## config.mk

```make
export PLATFORM = sky130hd
export DESIGN_NAME = if_stage
export DESIGN_NICKNAME = d
export VERILOG_FILES = /design/src/rtl/fetch_pkg.sv /design/src/rtl/if_stage.sv
export SDC_FILE = /design/constraint.sdc
export NUM_CORES = 1
export LEC_CHECK = 0
export BUFFER_PORTS_ARGS = -buffer_cell sky130_fd_sc_hd__buf_2
export CAP_MARGIN = 25
export CELL_PAD_IN_SITES_DETAIL_PLACEMENT = 0
export CELL_PAD_IN_SITES_GLOBAL_PLACEMENT = 2
export CORE_MARGIN = 3
export CORE_UTILIZATION = 24
export CTS_CLUSTER_DIAMETER = 200
export DETAILED_ROUTE_END_ITERATION = 16
export HOLD_SLACK_MARGIN = 0.08
export PLACE_DENSITY = 0.88
export SLEW_MARGIN = 20
export SYNTH_ARGS = -nofsm -noshare
export SYNTH_HDL_FRONTEND = slang
export SYNTH_SLANG_ARGS = --single-unit
```

## constraint.sdc

```tcl
create_clock -name clk -period 7.2 [get_ports clk]
set_input_delay 0.72 -clock clk [delete_from_list [all_inputs] [get_ports clk]]
set_output_delay 0.72 -clock clk [all_outputs]
set_load 0.1 [all_outputs]
```

## src/rtl/fetch_pkg.sv

```systemverilog
package fetch_pkg;

	// byte address width of the core
	localparam int ADDR_W = 64;

	// base instruction width, no compressed forms
	localparam int INST_W = 32;

	// one read beat holds two instructions
	localparam int BEAT_W = 64;

	// response code width, same as the AXI read channel
	localparam int RESP_W = 2;

	// byte address
	typedef logic [ADDR_W-1:0] addr_t;

	// instruction word
	typedef logic [INST_W-1:0] inst_t;

	// memory read beat
	typedef logic [BEAT_W-1:0] beat_t;

	// read response
	typedef logic [RESP_W-1:0] resp_t;

	// response codes
	localparam resp_t RESP_OKAY   = 2'b00;
	localparam resp_t RESP_SLVERR = 2'b10;

endpackage

```

## src/rtl/if_stage.sv

```systemverilog
`timescale 1ns/1ps

module if_stage #(
	parameter int CNT_W = 4
) (
	input  logic             clk,
	input  logic             cnt_rst,
	input  fetch_pkg::addr_t pc,
	input  logic             fetch_valid,
	input  logic             id_ready,
	input  logic             bubble_id,
	input  logic             bubble_ex,
	input  logic             bubble_mem,
	input  logic             replay,
	input  fetch_pkg::addr_t replay_pc,
	input  logic             r_valid,
	input  fetch_pkg::beat_t r_data,
	input  fetch_pkg::addr_t r_addr,
	input  fetch_pkg::resp_t r_resp,
	output logic             id_valid,
	output fetch_pkg::addr_t id_pc,
	output fetch_pkg::inst_t id_inst,
	output fetch_pkg::addr_t id_snpc,
	output logic             id_fault
);
	import fetch_pkg::*;

	logic             handshake;
	logic             bubble_any;
	logic             cnt_clr;
	logic             cnt_max;
	logic [CNT_W-1:0] bubble_cnt;
	logic             rsp_err;
	logic             squash;
	inst_t            inst_sel;

	assign handshake  = fetch_valid & id_ready;
	assign bubble_any = bubble_id | bubble_ex | bubble_mem;
	assign rsp_err    = (r_resp == RESP_SLVERR);

	// a response closes the bubble window
	assign cnt_clr = r_valid;

	// static next pc, replay restarts behind the replayed instruction
	always_comb begin
		if (replay) begin
			id_snpc = replay_pc + 64'd12;
		end else begin
			id_snpc = pc + 64'd4;
		end
	end

	// word select, bit 2 picks the upper half
	always_comb begin
		if (r_addr[2]) begin
			inst_sel = r_data[63:32];
		end else begin
			inst_sel = r_data[31:0];
		end
	end

	// bubble counter
	// saturates so a long stall never looks clean again
	assign cnt_max = &bubble_cnt;

	always_ff @(posedge clk) begin
		if (cnt_rst || cnt_clr) begin
			bubble_cnt <= '0;
		end else if (bubble_any && !cnt_max) begin
			bubble_cnt <= bubble_cnt + CNT_W'(1);
		end
	end

	// word is stale or bad, hand decode a zero instruction
	assign squash = rsp_err || bubble_any || (bubble_cnt != '0);

	always_ff @(posedge clk) begin
		if (cnt_rst) begin
			id_valid <= 1'b0;
			id_fault <= 1'b0;
		end else if (handshake) begin
			if (r_valid) begin
				id_valid <= 1'b1;
				id_fault <= rsp_err;
			end else begin
				// previous word consumed, nothing new yet
				id_valid <= 1'b0;
				id_fault <= 1'b0;
			end
		end
	end

	// payload to decode
	always_ff @(posedge clk) begin
		if (handshake && r_valid) begin
			id_pc <= r_addr;
			if (squash) begin
				id_inst <= '0;
			end else begin
				id_inst <= inst_sel;
			end
		end
	end

endmodule

```

==> results by group, run 1 <==
Status
  • Status: completed

Die
  • Die Span X: 176 µm
  • # IOs: 429
  • Initial Util: 0.247
  • Die area: 0.0311 mm²
  • Die Y: 176 µm
  • Core Area: 0.0282 mm²
  • FP Rows: 61

Synthesis
  • Count of cell types in the netlist: 37
  • Post-synthesis cell area: 0.00697 mm²
  • Asr flop ratio synth: 0
  • Main combinational cell family by area after synthesis: simple AND/OR/NAND/NOR gates
  • Syn Inst Count: 709
  • Post-synthesis xor/xnor area fraction: 0.144
  • Compound-Gate Fraction of Synth Area: 0.0325
  • YS warnings: 0
  • Mean Syn Cell Area: 9.83 µm²
  • Top_reg_cell synth: edfxtp_1
  • Area contributors post-synth: edfxtp_1 (41%), mux2i_1 (9.8%), xnor2_1 (9.5%)
  • Sequential-to-total area share from yosys stat: 0.431
  • Largest area contributor in the netlist: edfxtp_1
  • Adder-cell area share of the yosys netlist: 0.00718
  • Post-synth EDFFs: 96
  • Mux cell area share after synthesis: 0.101
  • Fraction of the mapped netlist area in simple logic gates: 0.260
  • Top-area cell type share of the netlist area: 0.413
  • Synth Net Count: 980
  • Post-synthesis register bit count: 102

Placement
  • GP Congestion: 0.891
  • # port buffers: 428
  • Placed wire-length estimate: 23.8 mm

Pwr
  • PD cells: 187 mW/mm²
  • Total chip power: 1.84 mW
  • P_leak: 4.19 nW
  • Maximum vdd drop: 0.131 mV

Flow run
  • # Max-Cap Violations: 0

Setup path
  • CP endpoint kind: primary output
  • Worst R2R Path Depth: 5
  • Critical-path cell list: buf_2 -> nand3_1 -> nor4_1 -> and3_1 -> nand3_1 -> xor2_1 -> a21oi_1 -> buf_2
  • CP max stage delay: 0.88 ns
  • Crit path max-delay cell type: nor4_1
  • Worst path arrival time: 3.30 ns
  • Crit Path Class: in2out
  • Required time of the critical path: 6.48 ns
  • CP max FO: 6
  • Worst setup SP type: input port

Clock tree
  • Worst-Skew Late Latency: 0.34 ns
  • Clk slew on worst S/H paths: 0.08 ns
  • CTS Buffer Depth: 2
  • Inserted Clock Buffers: 9
  • Clock Root Buffer: clkbuf_16
  • Resized Gates After CTS: 0
  • Postcts setup bufs: 0
  • # clock sinks: 102
  • Cts hold-fix bufs: 0
  • CTS tree: built
  • H-tree levels: 3

Detailed routing
  • Drt first pass iters: 4
  • DR vias/cell: 4.62
  • DR vias: 7013
  • Final wirelength: 27.8 mm
  • DRT iter0 DRCs: 317
  • Mean routed wirelength per cell: 18.3 µm
  • Detail Route Antenna Nets: 0
  • # DRC: 0

STA
  • Relative slew margins: 0.309
  • Fmax achieved: 249 MHz
  • Endpoints failing hold: 0
  • Setup_tns: 0 ns
  • Final setup fails: 0
  • Clk_skew: 0.00831 ns
  • Max Slew Vio Count: 0
  • Post-route minimum period: 4.02 ns
  • Unrepaired setup endpoints after global routing: false
  • Actual slew at the worst max-slew pin: 1.04 ns
  • Period utilization: 0.558

GRT
  • Total track usage: 0.167
  • First-pass GRT wire length: 39.9 mm
  • Number of global-route vias before repair: 6947
  • Largest net degree at the start of global routing: 75
  • GRT overflow: 0
  • Initial antenna violation count: 7

Min path
  • WHS Path Cells: 2
  • Hold WC Path Type: reg2reg

Layout
  • Commonest non-fill, non-tap cell in the layout: buf_2
  • Most frequent cells in the layout: buf_2 (427), edfxtp_1 (96), nor2_1 (78)
  • Fillers: 2991
  • Layout area overhead: 41.7%
  • Layout cell share with drive strength beyond 1: 0.419
  • Sequential cell area: 0.00300 mm²
  • Layout net count: 1401
  • Multi-input logic area: 0.00381 mm²
[power by group]
group | internal [mW] | switching, mW | leakage, nW
Clock | 0.283 | 0.235 | 0.160
Combinational | 0.139 | 0.513 | 3.06
Sequential | 0.671 | 0.00530 | 0.974
Total | 1.09 | 0.753 | 4.19
[path summary, 6_finish.rpt]
path	from	end	slack, ns
worst min-delay path	id_fault$_SDFFE_PP0P_	id_fault$_SDFFE_PP0P_	0.49
worst min register to register	id_fault$_SDFFE_PP0P_	id_fault$_SDFFE_PP0P_	0.49
worst max register to register	bubble_cnt[0]$_SDFFE_PP0P_	id_inst[30]$_SDFFCE_PP0P_	5.45
worst max-delay path	replay_pc[13]	id_snpc[35]	3.18
[metal layers]
layer / track usage / routed length (µm)
met1: 0.183 / 10300
met2: 0.309 / 14300
met3: 0.0505 / 2620
met4: 0.0471 / 535
met5: 0 / 34
[state kept, by name, summed over array words and instances, names as in the netlist]
| signal | count |
|---|---|
| bubble_cnt | 4 |
| id_inst | 32 |
| id_pc | 64 |
| id_valid | 1 |
| id_fault | 1 |
[worst max-delay path, delay by kind of cell]
kind,cells,cell delay (ns)
compound gates,1,0.21
simple gates,4,1.60
xor+xnor,1,0.15
buf+inv,2,0.62
[Yosys cell counts (5+ instances only)]
cell	instances
nand3_1	51
clkbuf_1	14
o21ai_0	20
xor2_1	39
buf_1	7
and4_1	8
dfxtp_1	6
nor4_2	9
nor4_1	14
nor3_1	37
a21oi_1	14
xnor2_1	76
nand4_1	27
and2_1	5
nor2_1	79
mux2i_1	68
inv_1	24
and3_1	15
nand2_1	61
edfxtp_1	96
[area by class of cell]
cell class,count,area share
clock buffers,9,0.0228
clock inverters,7,0.0104
repair buffers,431,0.219
well taps,378,0.0479
inverters,24,0.00912
diodes,4,0.00101
multi-input cells,562,0.386
flip-flops and latches,102,0.304
[cell families (layout without fill, tap and decap cells)]
logic type / after synthesis / count (layout)
buf+inv: 45 / 471
xor+xnor: 115 / 115
mux: 70 / 70
fa+ha+maj: 4 / 4
flops: 102 / 102
other cells: 0 / 4
compound gates: 42 / 42
simple gates: 331 / 331
[through the flow]
step / utilization / area (µm²) / cells / worst slack (ns) / hold WS (ns)
final: 0.350 / 9880 / 1517 / 3.18 / 0.493
after detailed placement: 0.338 / 9540 / 1497 / 3.13 / 0.478
after CTS: 0.349 / 9870 / 1513 / 3.14 / 0.498
after floorplan: - / 6970 / 709 / 1.81 / 0.486
after global routing: 0.350 / 9880 / 1516 / 2.91 / 0.521
after global placement: 0.338 / 9540 / 1497 / 3.20 / 0.465
Note: power is estimated with default switching activity, not from simulation.
==> run 2: changes to the inputs <==
- clock period: 7.2 -> 3.75 ns (I/O delays scaled with it)
==> results by group, run 2 (same netlist as run 1, synthesis figures left out) <==
STA
  • Relative slew margins: 0.319
  • Period utilization: 0.859
  • Final setup fails: 0
  • Setup_tns: 0 ns
  • Endpoints failing hold: 0
  • Post-route minimum period: 3.22 ns
  • Actual slew at the worst max-slew pin: 1.02 ns
  • Max Slew Vio Count: 0
  • Hold Worst Slack: 0.196 ns
  • Clk_skew: 0.0100 ns
  • Fmax achieved: 311 MHz
  • Unrepaired setup endpoints after global routing: false
  • Final setup margin: 0.531 ns

Layout
  • Commonest non-fill, non-tap cell in the layout: buf_2
  • Layout area overhead: 42.0%
  • Max reg flops: 64
  • Layout net count: 1407
  • Most flops, register: id_pc
  • Top flop regs: id_pc x64, id_inst x32, bubble_cnt x4
  • Fillers: 3042
  • Multi-input logic area: 0.00381 mm²
  • Antenna cell count: 0
  • Most frequent cells in the layout: buf_2 (427), edfxtp_1 (96), nor2_1 (78)
  • Layout cell share with drive strength beyond 1: 0.422
  • Sequential cell area: 0.00300 mm²
  • Core Util, Final: 0.351

Die
  • FP Rows: 61
  • Core Area: 0.0282 mm²
  • # IOs: 429
  • Die Y: 176 µm
  • Initial Util: 0.247
  • Die area: 0.0311 mm²
  • Die Span X: 176 µm

GRT
  • Number of global-route vias before repair: 7183
  • GRT overflow: 0
  • Largest net degree at the start of global routing: 66
  • Initial antenna violation count: 7
  • Total track usage: 0.171
  • First-pass GRT wire length: 40.8 mm

Clock tree
  • Worst-Skew Late Latency: 0.35 ns
  • H-tree levels: 3
  • Cts hold-fix bufs: 0
  • CTS Buffer Depth: 2
  • # clock sinks: 102
  • Inserted Clock Buffers: 9
  • Clk slew on worst S/H paths: 0.08 ns
  • Postcts setup bufs: 0
  • CTS tree: built
  • Clock Root Buffer: clkbuf_16
  • Resized Gates After CTS: 0

Pwr
  • Maximum vdd drop: 0.199 mV
  • Sequential power share: 0.374
  • P_int: 2.03 mW
  • P_leak: 4.21 nW
  • PD cells: 351 mW/mm²
  • Clock group share of total power: 0.263
  • Switch share: 0.416
  • Sw power: 1.44 mW
  • Comb pwr share: 0.363

Setup path
  • Worst setup SP type: input port
  • R2r endpoint: id_inst[1]$_SDFFCE_PP0P_
  • CP max stage delay: 0.53 ns
  • Required time of the critical path: 3.38 ns
  • Crit path max-delay cell type: nor3_1
  • Worst path arrival time: 2.84 ns
  • CP endpoint: id_snpc[47]
  • Worst Setup SP: replay_pc[6]
  • Critical R2R Launch: bubble_cnt[0]$_SDFFE_PP0P_
  • FF-to-FF setup slack: 1.97 ns
  • CP endpoint kind: primary output
  • Crit Path Class: in2out
  • CP max FO: 5
  • Critical-path cell list: buf_2 -> nand3_1 -> nor3_1 -> and4_1 -> nand3_1 -> or3_1 -> a31oi_1 -> buf_2
  • Worst R2R Path Depth: 5

Placement
  • GP Congestion: 0.898
  • # port buffers: 428
  • DP Worst Slack: 0.500 ns
  • Placed wire-length estimate: 24.2 mm

Detailed routing
  • Mean routed wirelength per cell: 18.4 µm
  • DR vias: 7003
  • DR vias/cell: 4.61
  • Drt first pass iters: 4
  • # DRC: 0
  • DRT iter0 DRCs: 341
  • Final wirelength: 28.0 mm
  • Detail Route Antenna Nets: 0

Flow run
  • # Max-Cap Violations: 0

Min path
  • Hold WC Path Type: in2reg

Status
  • Status: completed
-- run 2: cell count changes in the layout (fill, tap and decap cells not counted), sizes merged --
cell	before	now
bufinv	1	0
clkinvlp	0	1
buf	431	437
inv	27	26
diode	4	0
clkinv	3	4
-- run 2: layout make-up --
type,instances,share of cell area
clock buffer,9,0.0227
sequential,102,0.303
clock inverter,7,0.00783
multi-input combinational,562,0.385
inverter,24,0.00910
tap,378,0.0478
timing repair buffer,437,0.225
-- run 2: worst min-delay path by stage --
stage	startpoint	endpoint	slack, ns	cells after the start
CTS	r_addr[40]	id_pc[40]$_DFFE_PP_	0.18	1
detailed placement	id_fault$_SDFFE_PP0P_	id_fault$_SDFFE_PP0P_	0.49	2
global route	r_addr[40]	id_pc[40]$_DFFE_PP_	0.17	1
floorplan	cnt_rst	id_fault$_SDFFE_PP0P_	0.45	1
global placement	id_valid$_SDFFE_PP0P_	id_valid$_SDFFE_PP0P_	0.47	2
finish	r_addr[31]	id_pc[31]$_DFFE_PP_	0.20	1
-- run 2: worst max-delay path: cells and delay by family --
family,cells,cell delay [ns]
AO/OA/AOI/OAI,1,0.18
buffers and inverters,2,0.60
AND/OR/NAND/NOR,5,1.69
-- run 2: metal layers --
layer	part of all wire	GRT usage	up-vias
met5	0.0025	0	-
met4	0.022	0.0481	12
met3	0.096	0.0555	46
met2	0.52	0.321	326
met1	0.36	0.182	3189
li1	-	-	3430
-- run 2: power groups by stage --
| stage | clock network (mW) | registers, mW | logic (mW) |
|---|---|---|---|
| after floorplan | 0 | 1.60 | 0.629 |
| after global placement | 0 | 1.32 | 1.26 |
| after detailed placement | 0 | 1.33 | 1.27 |
| after CTS | 0.953 | 1.30 | 1.27 |
| after global routing | 1.00 | 1.30 | 1.32 |
| final | 0.913 | 1.30 | 1.26 |
-- run 2: metrics by stage --
step                cells  power [mW]  area, µm²
global placement     1503        2.59       9600
global route         1519        3.62       9900
detailed placement   1503        2.59       9600
floorplan             709        2.23       6980
CTS                  1519        3.52       9900
finish               1519        3.47       9900
==> run 3: changes to the inputs <==
- CORE_ASPECT_RATIO: unset -> 1.5
- SLEW_MARGIN: 20 -> unset
==> results by group, run 3 (same netlist as run 1, synthesis figures left out) <==
Status
  • Status: completed

Die
  • # IOs: 429
  • FP Rows: 75
  • Die Span X: 145 µm
  • Initial Util: 0.246
  • Die area: 0.0312 mm²
  • Core Area: 0.0283 mm²
  • Die Y: 215 µm

STA
  • Hold Worst Slack: 0.186 ns
  • Actual slew at the worst max-slew pin: 1.06 ns
  • Max Slew Vio Count: 0
  • Post-route minimum period: 3.32 ns
  • Fmax achieved: 301 MHz
  • Setup_tns: 0 ns
  • Clk_skew: 0.0107 ns
  • Final setup fails: 0
  • Period utilization: 0.886
  • Unrepaired setup endpoints after global routing: false
  • Relative slew margins: 0.290
  • Endpoints failing hold: 0

Clock tree
  • CTS tree: built
  • # clock sinks: 102
  • Resized Gates After CTS: 0
  • Clock Root Buffer: clkbuf_16
  • H-tree levels: 3
  • Inserted Clock Buffers: 9
  • Clk slew on worst S/H paths: 0.08 ns
  • Postcts setup bufs: 0
  • Worst-Skew Late Latency: 0.36 ns
  • Cts hold-fix bufs: 0
  • CTS Buffer Depth: 2

Layout
  • Layout net count: 1410
  • Top flop regs: id_pc x64, id_inst x32, bubble_cnt x4
  • Most flops, register: id_pc
  • Fillers: 3017
  • Multi-input logic area: 0.00381 mm²
  • Layout area overhead: 43.7%
  • Sequential cell area: 0.00300 mm²
  • Commonest non-fill, non-tap cell in the layout: buf_2
  • Most frequent cells in the layout: buf_2 (423), edfxtp_1 (96), nor2_1 (78)
  • Layout cell share with drive strength beyond 1: 0.424
  • Max reg flops: 64

Setup path
  • R2r endpoint: id_inst[28]$_SDFFCE_PP0P_
  • Required time of the critical path: 3.38 ns
  • CP endpoint kind: primary output
  • Critical R2R Launch: bubble_cnt[0]$_SDFFE_PP0P_
  • CP endpoint: id_snpc[46]
  • Crit Path Class: in2out
  • CP max FO: 9
  • Worst Setup SP: replay_pc[2]
  • Worst R2R Path Depth: 5
  • FF-to-FF setup slack: 1.83 ns
  • Worst path arrival time: 2.95 ns
  • Worst setup SP type: input port

Detailed routing
  • # DRC: 0
  • DR vias/cell: 4.63
  • Mean routed wirelength per cell: 20.2 µm
  • Final wirelength: 31.0 mm
  • DRT iter0 DRCs: 304
  • Drt first pass iters: 4
  • DR vias: 7114
  • Detail Route Antenna Nets: 0

Pwr
  • Sequential power share: 0.368
  • P_int: 2.05 mW
  • Clock group share of total power: 0.268
  • Sw power: 1.48 mW
  • Total chip power: 3.53 mW
  • Switch share: 0.420
  • PD cells: 352 mW/mm²
  • Comb pwr share: 0.364
  • Maximum vdd drop: 0.197 mV
  • P_leak: 4.25 nW

Placement
  • Placed wire-length estimate: 26.7 mm
  • # port buffers: 428
  • GP Congestion: 0.890

GRT
  • Number of global-route vias before repair: 7464
  • Initial antenna violation count: 15
  • GRT overflow: 0
  • Largest net degree at the start of global routing: 77
  • First-pass GRT wire length: 44.7 mm
  • Total track usage: 0.190

Min path
  • Hold WC Path Type: in2reg
  • Hold_sp: r_addr[14]

Flow run
  • # Max-Cap Violations: 0
[run 3: area by class of cell]
type | count | share of cell area
clock inverters | 7 | 0.00899
diodes | 6 | 0.00150
well taps | 385 | 0.0481
flip-flops and latches | 102 | 0.300
multi-input cells | 562 | 0.380
repair buffers | 440 | 0.230
clock buffers | 9 | 0.0225
inverters | 24 | 0.00899
[run 3: critical path: stages]
cell	delay (ns)
buf_2	0.11
inv_1	0.04
ha_1	0.20
nand3b_1	0.40
nor4_4	0.41
nand4_4	0.24
nor4_1	0.32
xnor2_1	0.11
mux2i_1	0.25
buf_2	0.49
[run 3: layer usage]
metal  wire (µm)  up-vias  GRT usage
li1            -     3445          -
met4         931       18     0.0741
met1       10900     3259      0.189
met5         113        -          0
met3        2680       53     0.0645
met2       16300      339      0.361
[run 3: how the worst min path moves through the flow]
stage / endpoint / depth (start not counted) / slack (ns)
floorplan: id_fault$_SDFFE_PP0P_ / 1 / 0.45
global placement: id_valid$_SDFFE_PP0P_ / 2 / 0.47
detailed placement: id_valid$_SDFFE_PP0P_ / 2 / 0.48
CTS: id_pc[14]$_DFFE_PP_ / 1 / 0.17
global route: id_pc[37]$_DFFE_PP_ / 1 / 0.17
finish: id_pc[14]$_DFFE_PP_ / 1 / 0.19
[run 3: power groups by stage]
stage                     clock network (mW)  logic [mW]  registers [mW]
after detailed placement                   0        1.29            1.32
final                                  0.947        1.28            1.30
after global routing                    1.01        1.34            1.30
after global placement                     0        1.29            1.32
after CTS                              0.983        1.29            1.30
after floorplan                            0       0.629            1.60
[run 3: per-stage QoR]
stage	cell area [µm²]	worst slack, ns	util	std cells
after floorplan	6980	0.00107	-	709
after global placement	9690	0.408	0.342	1513
after detailed placement	9690	0.388	0.342	1513
after CTS	10000	0.375	0.353	1529
after global routing	10000	0.241	0.353	1533
final	10000	0.426	0.354	1535
