--- src/rtl/fetch_pkg.sv ---
package fetch_pkg;

	// byte address width of the core
	localparam int ADDR_W = 64;

	// base instruction width, no compressed forms
	localparam int INST_W = 32;

	// one read beat holds two instructions
	localparam int BEAT_W = 64;

	// response code width, same as the AXI read channel
	localparam int RESP_W = 2;

	// byte address
	typedef logic [ADDR_W-1:0] addr_t;

	// instruction word
	typedef logic [INST_W-1:0] inst_t;

	// memory read beat
	typedef logic [BEAT_W-1:0] beat_t;

	// read response
	typedef logic [RESP_W-1:0] resp_t;

	// response codes
	localparam resp_t RESP_OKAY   = 2'b00;
	localparam resp_t RESP_SLVERR = 2'b10;

endpackage

--- src/rtl/pc_gen.sv ---
`timescale 1ns/1ps

module pc_gen #(
	parameter fetch_pkg::addr_t RESET_PC = 64'h0000_0000_8000_0000
) (
	input  logic             clk,
	input  logic             cnt_rst,
	input  logic             r_valid,
	input  logic             id_ready,
	input  logic             redirect,
	input  fetch_pkg::addr_t redirect_pc,
	input  fetch_pkg::addr_t snpc,
	output logic             req,
	output fetch_pkg::addr_t req_addr,
	output fetch_pkg::addr_t pc,
	output logic             fetch_valid
);
	import fetch_pkg::*;

	// idle only right after reset, then alternates between issue and wait
	typedef enum logic [1:0] {
		ST_IDLE,
		ST_REQ,
		ST_WAIT
	} state_t;

	state_t state;
	state_t state_nxt;
	addr_t  pc_q;
	addr_t  pc_nxt;
	logic   wait_rsp;
	logic   advance;

	// one read in flight
	assign wait_rsp = (state == ST_WAIT);

	// decode took the word, so move on
	assign advance = wait_rsp && r_valid && id_ready;

	always_comb begin
		state_nxt = state;
		case (state)
			ST_IDLE: begin
				state_nxt = ST_REQ;
			end
			ST_REQ: begin
				state_nxt = ST_WAIT;
			end
			ST_WAIT: begin
				// reissue on response, same address if decode stalled
				if (r_valid) begin
					state_nxt = ST_REQ;
				end
			end
			default: begin
				state_nxt = ST_IDLE;
			end
		endcase
	end

	// branch target wins over the static next pc
	always_comb begin
		if (redirect) begin
			pc_nxt = redirect_pc;
		end else begin
			pc_nxt = snpc;
		end
	end

	always_ff @(posedge clk) begin
		if (cnt_rst) begin
			state <= ST_IDLE;
			pc_q  <= RESET_PC;
		end else begin
			state <= state_nxt;
			if (advance) begin
				pc_q <= pc_nxt;
			end
		end
	end

	// single-cycle request pulse
	assign req         = (state == ST_REQ);
	assign req_addr    = pc_q;
	assign pc          = pc_q;
	assign fetch_valid = (state != ST_IDLE);

endmodule

--- config.mk ---
export PLATFORM = sky130hd
export DESIGN_NAME = pc_gen
export DESIGN_NICKNAME = d
export VERILOG_FILES = /design/src/rtl/fetch_pkg.sv /design/src/rtl/pc_gen.sv
export SDC_FILE = /design/constraint.sdc
export NUM_CORES = 1
export LEC_CHECK = 0
export ABC_AREA = 1
export BUFFER_PORTS_ARGS = -buffer_cell sky130_fd_sc_hd__buf_4
export CORE_MARGIN = 4
export CORE_UTILIZATION = 40
export DETAILED_ROUTE_END_ITERATION = 10
export PLACE_DENSITY_LB_ADDON = 0.08
export SYNTH_ARGS = -nofsm -noshare
export SYNTH_HDL_FRONTEND = slang
export SYNTH_SLANG_ARGS = --single-unit
--- constraint.sdc ---
create_clock -name clk -period 1.5 [get_ports clk]
set_input_delay 0.225 -clock clk [delete_from_list [all_inputs] [get_ports clk]]
set_output_delay 0.225 -clock clk [all_outputs]
set_load 0.01 [all_outputs]
==> impl_results.md, run 1 <==
- Max-cap violations: 0
- Clock latency on the worst-skew pair: 0.34 ns
- Post-Synth Simple-Gate Area: 0.305
- Die extent in x: 109 um
- Row Count: 36
- Int Pwr: 2890 uW
- Post_cts resized: 0
- Mux cell area share after synthesis: 0
- Pin count of the biggest net entering global routing: 69
- Initial Util: 0.414
- Mean Syn Cell Area: 5.88 sq um
- Mapped Area: 4060 sq um
- Sequential fraction of the synthesis area: 0.325
- Post-Syn Nets: 824
- Clock power frac: 0.324
- # diodes: 0
- Min Hold Slack: 0.0723 ns
- Setup-failing EPs final: 0
- Reg2Reg Launch Point: state[1]
- Pre-Repair DR Iteration Count: 4
- Reg-to-reg setup timing slack: 0.35 ns
- Fraction of layout cells with a size suffix above 1: 0.325
- Cell variety after synth: 16
- CP max stage delay: 0.35 ns
- First-pass GRT wire length: 17100 um
- Switching pwr: 1040 uW
- Xor and xnor area share after synthesis: 0
- Cts bufs inserted: 9
- CTS max path bufs: 2
- Post-CTS Setup Bufs: 0
- Most frequent cells in the layout: buf_4 (264), nand2_1 (197), inv_1 (132), nor2_1 (127), dfxtp_1 (66)
- Initial DRC count: 217
- Detailed-route wire length per cell: 11.0 um
- Core area: 9820 sq um
- Post-Synth Adder-Cell Area: 0
- Slew Viols, Final: 0
- Placed cell count: 994
- LEAKAGE: 0.00354 uW
- Largest family of logic cells by synthesized area: simple AND/OR/NAND/NOR gates
- Final Cycle Share: 0.814
- Clk slew on worst S/H paths: 0.06 ns
- CP max-delay cell: dfxtp_1
- Final worst-path setup slack: 0.280 ns
- Remaining Overflow, GRT: 0
- Vias in the first global route: 3676
- Total Neg Setup Slack: 0 ns
- CTS Sinks: 66
- Vias/cell: 4.09
- Status: completed
- Most common cell after layout, fill and taps aside: buf_4
- Part of the power in combinational logic: 0.206
- Syn. warnings: 0
- TritonCTS clock tree: built
- Antenna-violating nets left: 0
- HP Start: cnt_rst
- CP endpoint kind: output pin
- Residual DRC: 0
- GR Util All Layers: 0.181
- Synth Area in Compound Gates: 0.0800
- Fmax: 819 MHz
- PD cells: 680 nW/um^2
- Arr. time, crit path: 1.00 ns
- IO Pins: 263
- Final WL: 11100 um
- Hold Path End: state[1]
- RSZ-0062 raised after global routing: false
- HPWL Detailed: 8710 um
- Net Sw Frac: 0.265
- Pre-CTS setup slack: 0.345 ns
- Crit-path cells: inv_2 > nand2_1 > inv_1 > buf_4
- Die area: 11800 sq um
- Hold Path Class: input port to register
- CP startpoint kind: register
- Worst hold stages: 2
- Vert. Die Dim: 109 um
- #FFs+latches synth: 66
- Peak VDD IR: 0.000373 V
- CTS root buffer: clkbuf_8
- Cell Count, Final, Fillers Out: 1010
- Worst reg2reg path depth: 6
- Initial antenna violation count: 0
- Placer Congestion: 0.779
- Skew final: 0.00766 ns
- Slew @ Worst Pin: 0.392 ns
- Port-buffer cells: 262
- Final min period: 1.22 ns
- Total design power: 3930 uW
- Rel. slew slack: 0.739
- CTS hold repair buffers: 0
- Classification of the worst setup path: register to output pin
- H-tree depth: 3
- Hold Vio Cnt, Final: 0
- CP required: 1.27 ns
- Layout Area Growth over Synthesis: 42.4%
- Vias: 4133
- RR Endpoint: pc[11]
- Post-Syn Instances: 691
- Nets@finish: 1005
- CP max FO: 3
- Register share of total power: 0.470
==> per-stage QoR <==
stage,cell area (sq um),util
2_1_floorplan,4060,-
3_3_place_gp,5620,0.573
3_5_place_dp,5620,0.573
4_1_cts,5790,0.589
5_1_grt,5790,0.589
6_report,5790,0.589
==> synthesized netlist by cell type, drive strengths merged <==
cell type / instances / area, sq um
o21ai: 64 / 320
a21oi: 1 / 5.00
nand3: 2 / 10.0
inv: 134 / 503
clkbuf: 6 / 22.5
nand2: 198 / 746
buf: 92 / 653
dfxtp: 66 / 1320
nor2: 128 / 483
==> registers in the layout, summed over array words and instances (netlist names) <==
name	count
pc	64
state	2
==> per-layer routing <==
metal | share of wire | global-route usage
met5 | 0 | 0
met3 | 0.087 | 0.0444
met4 | 0.019 | 0.0631
met1 | 0.41 | 0.223
met2 | 0.49 | 0.306
==> cell type report <==
| type | count | area [sq um] |
|---|---|---|
| flip-flops and latches | 66 | 1320 |
| clock inverters | 3 | 15.0 |
| multi-input cells | 393 | 1570 |
| well taps | 133 | 166 |
| repair buffers | 268 | 2060 |
| clock buffers | 13 | 149 |
| inverters | 134 | 503 |
| fillers | 971 | 4030 |
==> worst max-delay path: cells and delay by family (launching register included) <==
family / cells / cell delay (ns)
buffers and inverters: 3 / 0.25
and+or+nand+nor: 1 / 0.07
DFF: 1 / 0.35
==> power by group through the flow <==
stage / sequential, uW / combinational, uW / clock (uW)
after global routing: 1860 / 911 / 1410
after global placement: 1890 / 811 / 0
after detailed placement: 1890 / 818 / 0
final: 1850 / 810 / 1270
after floorplan: 1900 / 395 / 0
after CTS: 1850 / 822 / 1340
==> logic make-up after synthesis <==
kind of cell           Yosys count
AO/OA/AOI/OAI                   65
buffers and inverters          232
flip-flops                      66
AND/OR/NAND/NOR                328
==> how the worst max path moves through the flow <==
stage             start      to
2_1_floorplan  state[1]  pc[24]
3_3_place_gp   id_ready  pc[56]
3_5_place_dp   id_ready   pc[5]
4_1_cts        state[1]     req
5_1_grt        state[1]  pc[12]
6_report       state[1]     req
(Power assumes the default switching activity.)
==> inputs of run 2 (changes only) <==
clock period = 1.3 ns   (was 1.5 ns; I/O delays follow)
==> run 2 against run 1 <==
Compared with the run above:
- design area up 0.52%
- routed wire length increased by 1.2%
- clock-buffer cell count down 2
- clock power increased by 9%
- critical path type unchanged
- core utilization increased by 0.31 points
- hold slack got worse by 0.025 ns
- critical path depth decreased by 1
- global-route usage increased by 0.37 points
- setup slack got worse by 0.16 ns
==> impl_results.md, run 2 (synthesis gave the netlist of run 1 again) <==
- Clock latency on the worst-skew pair: 0.32 ns (was 0.34 ns)
- Slew @ Worst Pin: 0.242 ns (was 0.392 ns)
- Pre-CTS setup slack: 0.0947 ns (was 0.345 ns)
- Nets@finish: 1008 (was 1005)
- Vias/cell: 4.21 (was 4.09)
- Vias: 4243 (was 4133)
- Max-cap violations: 0 (unchanged)
- GR met1 Demand/Resource: 0.216 (was 0.223)
- CP max FO: 3 (unchanged)
- Rel. slew slack: 0.837 (was 0.739)
- Die extent in x: 109 um (unchanged)
- GR Util All Layers: 0.184 (was 0.181)
- Reg-to-reg setup timing slack: 0.14 ns (was 0.35 ns)
- Min Hold Slack: 0.0471 ns (was 0.0723 ns)
- Hold Path Class: input port to register (unchanged)
- GR Util met2: 0.334 (was 0.306)
- Net Sw Frac: 0.260 (was 0.265)
- Pre-Repair DR Iteration Count: 4 (unchanged)
- Met3 GRT Util: 0.0367 (was 0.0444)
- RR Endpoint: pc[14] (was pc[11])
- IO Pins: 263 (unchanged)
- FILL cells: 927 (was 971)
- Initial Util: 0.414 (unchanged)
- Register share of total power: 0.477 (was 0.470)
- CP required: 1.11 ns (was 1.27 ns)
- Max FFs per register: 64 (unchanged)
- Placed cell count: 996 (was 994)
- Vert. Die Dim: 109 um (unchanged)
- Arr. time, crit path: 0.99 ns (was 1.00 ns)
- Cts bufs inserted: 9 (unchanged)
- Peak VDD IR: 0.000440 V (was 0.000373 V)
- Vias in the first global route: 3856 (was 3676)
- Int Pwr: 3310 uW (was 2890 uW)
- Total design power: 4480 uW (was 3930 uW)
- Final min period: 1.18 ns
- Clk slew on worst S/H paths: 0.07 ns (was 0.06 ns)
- First-pass GRT wire length: 17400 um (was 17100 um)
- Reg2Reg Launch Point: state[1] (unchanged)
- Most common cell after layout, fill and taps aside: buf_4 (unchanged)
- Remaining Overflow, GRT: 0 (unchanged)
- Slew Viols, Final: 0 (unchanged)
- Worst hold stages: 2 (unchanged)
- Busiest grt layer: met2 (unchanged)
- Row Count: 36 (unchanged)
- Initial DRC count: 148 (was 217)
- PD cells: 770 nW/um^2 (was 680 nW/um^2)
- Fmax: 846 MHz
- # diodes: 0 (unchanged)
- CP startpoint kind: register (unchanged)
- Core area: 9820 sq um (unchanged)
- Final Cycle Share: 0.910
- Detailed-route wire length per cell: 11.1 um (was 11.0 um)
- Setup-failing EPs final: 0 (unchanged)
- Hold Vio Cnt, Final: 0 (unchanged)
- Layout Area Growth over Synthesis: 43.1% (was 42.4%)
- CTS root buffer: clkbuf_8 (unchanged)
- Residual DRC: 0 (unchanged)
- Final WL: 11200 um (was 11100 um)
- Antenna-violating nets left: 0 (unchanged)
- CTS Sinks: 66 (unchanged)
- HP Start: cnt_rst (unchanged)
- Fraction of layout cells with a size suffix above 1: 0.326 (was 0.325)
- Die area: 11800 sq um (unchanged)
- Worst reg2reg path depth: 6 (unchanged)
- Switching pwr: 1160 uW (was 1040 uW)
- Initial antenna violation count: 0 (unchanged)
- TritonCTS clock tree: built (unchanged)
- Part of the power in combinational logic: 0.212 (was 0.206)
- RSZ-0062 raised after global routing: false (unchanged)
- Clock power frac: 0.311 (was 0.324)
- Classification of the worst setup path: register to output pin (unchanged)
- H-tree depth: 3 (unchanged)
- Final worst-path setup slack: 0.117 ns (was 0.280 ns)
- Total Neg Setup Slack: 0 ns (unchanged)
- Cell Count, Final, Fillers Out: 1009 (was 1010)
- Hold Path End: state[1] (unchanged)
- CP endpoint kind: output pin (unchanged)
- Pin count of the biggest net entering global routing: 69 (unchanged)
- CTS hold repair buffers: 0 (unchanged)
- HPWL Detailed: 8990 um (was 8710 um)
- Skew final: 0.00620 ns (was 0.00766 ns)
- Port-buffer cells: 262 (unchanged)
- Most frequent cells in the layout: buf_4 (265), nand2_1 (197), inv_1 (132), nor2_1 (127), dfxtp_1 (66) (was buf_4 (264), nand2_1 (197), inv_1 (132), nor2_1 (127), dfxtp_1 (66))
- LEAKAGE: 0.00355 uW (was 0.00354 uW)
- Placer Congestion: 0.801 (was 0.779)
- Status: completed (unchanged)
- CTS max path bufs: 2 (unchanged)
==> run 2: changes by cell type in the layout (fill, tap and decap cells not counted), sizes merged <==
cell / change
clkinv: -2
clkbuf: -2
buf: +3
==> run 2: worst max-delay path, stage by stage, from the launching register on <==
cell	delay, ns
dfxtp_1	0.37
inv_1	0.09
nand2_1	0.09
buf_4	0.12
==> run 2: repair_timing <==
| item | in CTS | in global routing |
|---|---|---|
| gates resized for setup | 0 | 0 |
| setup endpoints to repair | 0 | 18 |
| setup buffers | 0 | 1 |
==> run 2: layout make-up <==
| type | instances | area, sq um | share of cell area |
|---|---|---|---|
| flip-flops and latches | 66 | 1320 | 0.227 |
| clock inverters | 1 | 5.00 | 0.000861 |
| multi-input cells | 393 | 1570 | 0.270 |
| inverters | 134 | 503 | 0.0865 |
| clock buffers | 11 | 141 | 0.0243 |
| well taps | 133 | 166 | 0.0286 |
| repair buffers | 271 | 2110 | 0.363 |
==> run 2: per-stage QoR <==
| step | instance area, sq um | util |
|---|---|---|
| 2_1_floorplan | 4060 | - |
| 3_3_place_gp | 5660 | 0.577 |
| 3_5_place_dp | 5660 | 0.577 |
| 4_1_cts | 5810 | 0.591 |
| 5_1_grt | 5820 | 0.592 |
| 6_report | 5820 | 0.592 |
==> run 2: worst max-delay path by stage <==
stage | from | end | slack [ns]
after CTS | state[1] | pc[14] | 0.07
after global routing | state[1] | pc[7] | 0.01
final | state[0] | fetch_valid | 0.12
after detailed placement | state[1] | pc[12] | 0.09
after floorplan | state[1] | pc[24] | 0.22
after global placement | state[1] | pc[14] | 0.15
==> run 2: routing by layer <==
metal	up-vias	wire length (um)
li1	2281	-
met1	1794	4440
met2	158	5740
met3	10	912
met4	0	139
met5	-	0
==> run 2: power by group through the flow <==
stage               Combinational, uW  Sequential, uW  Clock [uW]
floorplan                         456            2190           0
global placement                  949            2180           0
detailed placement                962            2180           0
CTS                               965            2140        1450
global route                     1070            2140        1530
finish                            951            2130        1390
==> inputs of run 3 (changes only) <==
REMOVE_ABC_BUFFERS = 1   (was unset)
==> run 3 against run 2 <==
Compared with the run above:
- clock-buffer cell count rose by 3
- flip-flop and latch count did not move
- largest power group unchanged
- combinational power fell by 1%
- clock skew fell by 0.0021 ns
==> impl_results.md, run 3 (synthesis gave the netlist of run 1 again) <==
- Pre-CTS setup slack: 0.165 ns (was 0.0947 ns)
- CP required: 1.11 ns (about the same)
- Post-CTS Setup Bufs: 0 (unchanged)
- Max-cap violations: 0 (unchanged)
- CP max-delay cell: dfxtp_1 (unchanged)
- Placed cell count: 993 (was 996)
- PD cells: 798 nW/um^2 (was 770 nW/um^2)
- Final Cycle Share: 0.892 (was 0.910)
- Switching pwr: 1190 uW (was 1160 uW)
- RSZ-0062 raised after global routing: false (unchanged)
- Final min period: 1.16 ns (was 1.18 ns)
- Pin count of the biggest net entering global routing: 70 (was 69)
- Post_cts resized: 0 (unchanged)
- Layout Area Growth over Synthesis: 42.9% (was 43.1%)
- Net Sw Frac: 0.256 (was 0.260)
- Antenna-violating nets left: 0 (unchanged)
- Port-buffer cells: 262 (unchanged)
- Vias: 4288 (was 4243)
- Vias/cell: 4.25 (was 4.21)
- IO Pins: 263 (unchanged)
- Rel. slew slack: 0.810 (was 0.837)
- Remaining Overflow, GRT: 0 (unchanged)
- H-tree depth: 3 (unchanged)
- FF/Latch Area: 1320 sq um (unchanged)
- Final core occ: 0.592 (about the same)
- Clk slew on worst S/H paths: 0.07 ns (about the same)
- Clock latency on the worst-skew pair: 0.33 ns (was 0.32 ns)
- Design area: 5810 sq um (was 5820 sq um)
- # diodes: 0 (unchanged)
- Clock power frac: 0.337 (was 0.311)
- Initial DRC count: 203 (was 148)
- CP max FO: 3 (unchanged)
- CP startpoint kind: register (unchanged)
- Final WL: 11100 um (was 11200 um)
- Slew Viols, Final: 0 (unchanged)
- Buf/Inv on CP: 2 (unchanged)
- Hold Path Class: input port to register (unchanged)
- Vias in the first global route: 3844 (was 3856)
- Register share of total power: 0.460 (was 0.477)
- Placer Congestion: 0.805 (was 0.801)
- Arr. time, crit path: 0.96 ns (was 0.99 ns)
- Status: completed (unchanged)
- Die area: 11800 sq um (unchanged)
- CTS hold repair buffers: 0 (unchanged)
- Cell Count, Final, Fillers Out: 1009 (unchanged)
- Setup-failing EPs final: 0 (unchanged)
- Initial antenna violation count: 0 (unchanged)
- Hold Vio Cnt, Final: 0 (unchanged)
- HPWL Detailed: 8810 um (was 8990 um)
- Die extent in x: 109 um (unchanged)
- CP max stage delay: 0.37 ns (about the same)
- Final worst-path setup slack: 0.141 ns (was 0.117 ns)
- GR Util All Layers: 0.182 (was 0.184)
- Row Count: 36 (unchanged)
- First-pass GRT wire length: 17300 um (was 17400 um)
- Int Pwr: 3450 uW (was 3310 uW)
- Fraction of layout cells with a size suffix above 1: 0.325 (was 0.326)
- Detailed-route wire length per cell: 11.0 um (was 11.1 um)
- LEAKAGE: 0.00355 uW (about the same)
- Vert. Die Dim: 109 um (unchanged)
- Crit-path cells: inv_1 > nand2_1 > buf_4 (unchanged)
- Worst path top cell family by delay: flip-flops (unchanged)
- Skew final: 0.00409 ns (was 0.00620 ns)
- Slew @ Worst Pin: 0.282 ns (was 0.242 ns)
- Residual DRC: 0 (unchanged)
- CTS root buffer: clkbuf_8 (unchanged)
- Part of the power in combinational logic: 0.202 (was 0.212)
- Multi-input logic area: 1570 sq um (unchanged)
- Total Neg Setup Slack: 0 ns (unchanged)
- Max FFs per register: 64 (unchanged)
- CTS Sinks: 66 (unchanged)
- Initial Util: 0.414 (unchanged)
- Nets@finish: 1004 (was 1008)
- FILL cells: 961 (was 927)
- Core area: 9820 sq um (unchanged)
- Most frequent cells in the layout: buf_4 (262), nand2_1 (197), inv_1 (132), nor2_1 (127), dfxtp_1 (66) (was buf_4 (265), nand2_1 (197), inv_1 (132), nor2_1 (127), dfxtp_1 (66))
- CTS max path bufs: 2 (unchanged)
- Peak VDD IR: 0.000441 V (was 0.000440 V)
- Classification of the worst setup path: register to output pin (unchanged)
- TritonCTS clock tree: built (unchanged)
- Placed Area: 5630 sq um (was 5660 sq um)
- Pre-Repair DR Iteration Count: 5 (was 4)
- CP endpoint kind: output pin (unchanged)
- Cts bufs inserted: 9 (unchanged)
- Most common cell after layout, fill and taps aside: buf_4 (unchanged)
- Fmax: 863 MHz (was 846 MHz)
-- run 3: cell count changes in the layout (fill, tap and decap cells not counted), sizes merged --
cell    before  now
clkinv       1    2
clkbuf      11   14
buf        271  267
-- run 3: per-layer routing --
layer	GRT usage	vias up	wire, um	share of wire
met5	0	-	0	0
met4	0.0496	0	112	0.010
met3	0.0432	9	1020	0.092
met2	0.331	162	5730	0.52
met1	0.213	1841	4210	0.38
li1	-	2276	-	-
-- run 3: final cells by class --
| type | instances | area share |
|---|---|---|
| clock buffer | 14 | 0.0297 |
| inverter | 134 | 0.0866 |
| sequential | 66 | 0.227 |
| tap | 133 | 0.0286 |
| multi-input combinational | 393 | 0.270 |
| clock inverter | 2 | 0.00172 |
| timing repair buffer | 267 | 0.356 |
-- run 3: worst paths after layout --
check | startpoint | depth (start not counted) | slack, ns | end
max | state[0] | 3 | 0.14 | fetch_valid
min | cnt_rst | 2 | 0.03 | state[1]
max reg2reg | state[1] | 6 | 0.15 | pc[37]
min reg2reg | pc[31] | 2 | 0.51 | pc[31]
-- run 3: power by group through the flow --
stage / clock [uW] / sequential [uW] / combinational [uW]
2_1_floorplan: 0 / 2220 / 292
3_3_place_gp: 0 / 2180 / 935
3_5_place_dp: 0 / 2180 / 949
4_1_cts: 1610 / 2140 / 952
5_1_grt: 1730 / 2140 / 1060
6_report: 1560 / 2140 / 938
-- run 3: stage by stage --
step / power (uW) / hold slack, ns
finish: 4640 / 0.0349
global route: 4930 / 0.0204
CTS: 4700 / 0.0275
detailed placement: 3130 / 0.380
floorplan: 2510 / 0.264
global placement: 3110 / 0.380
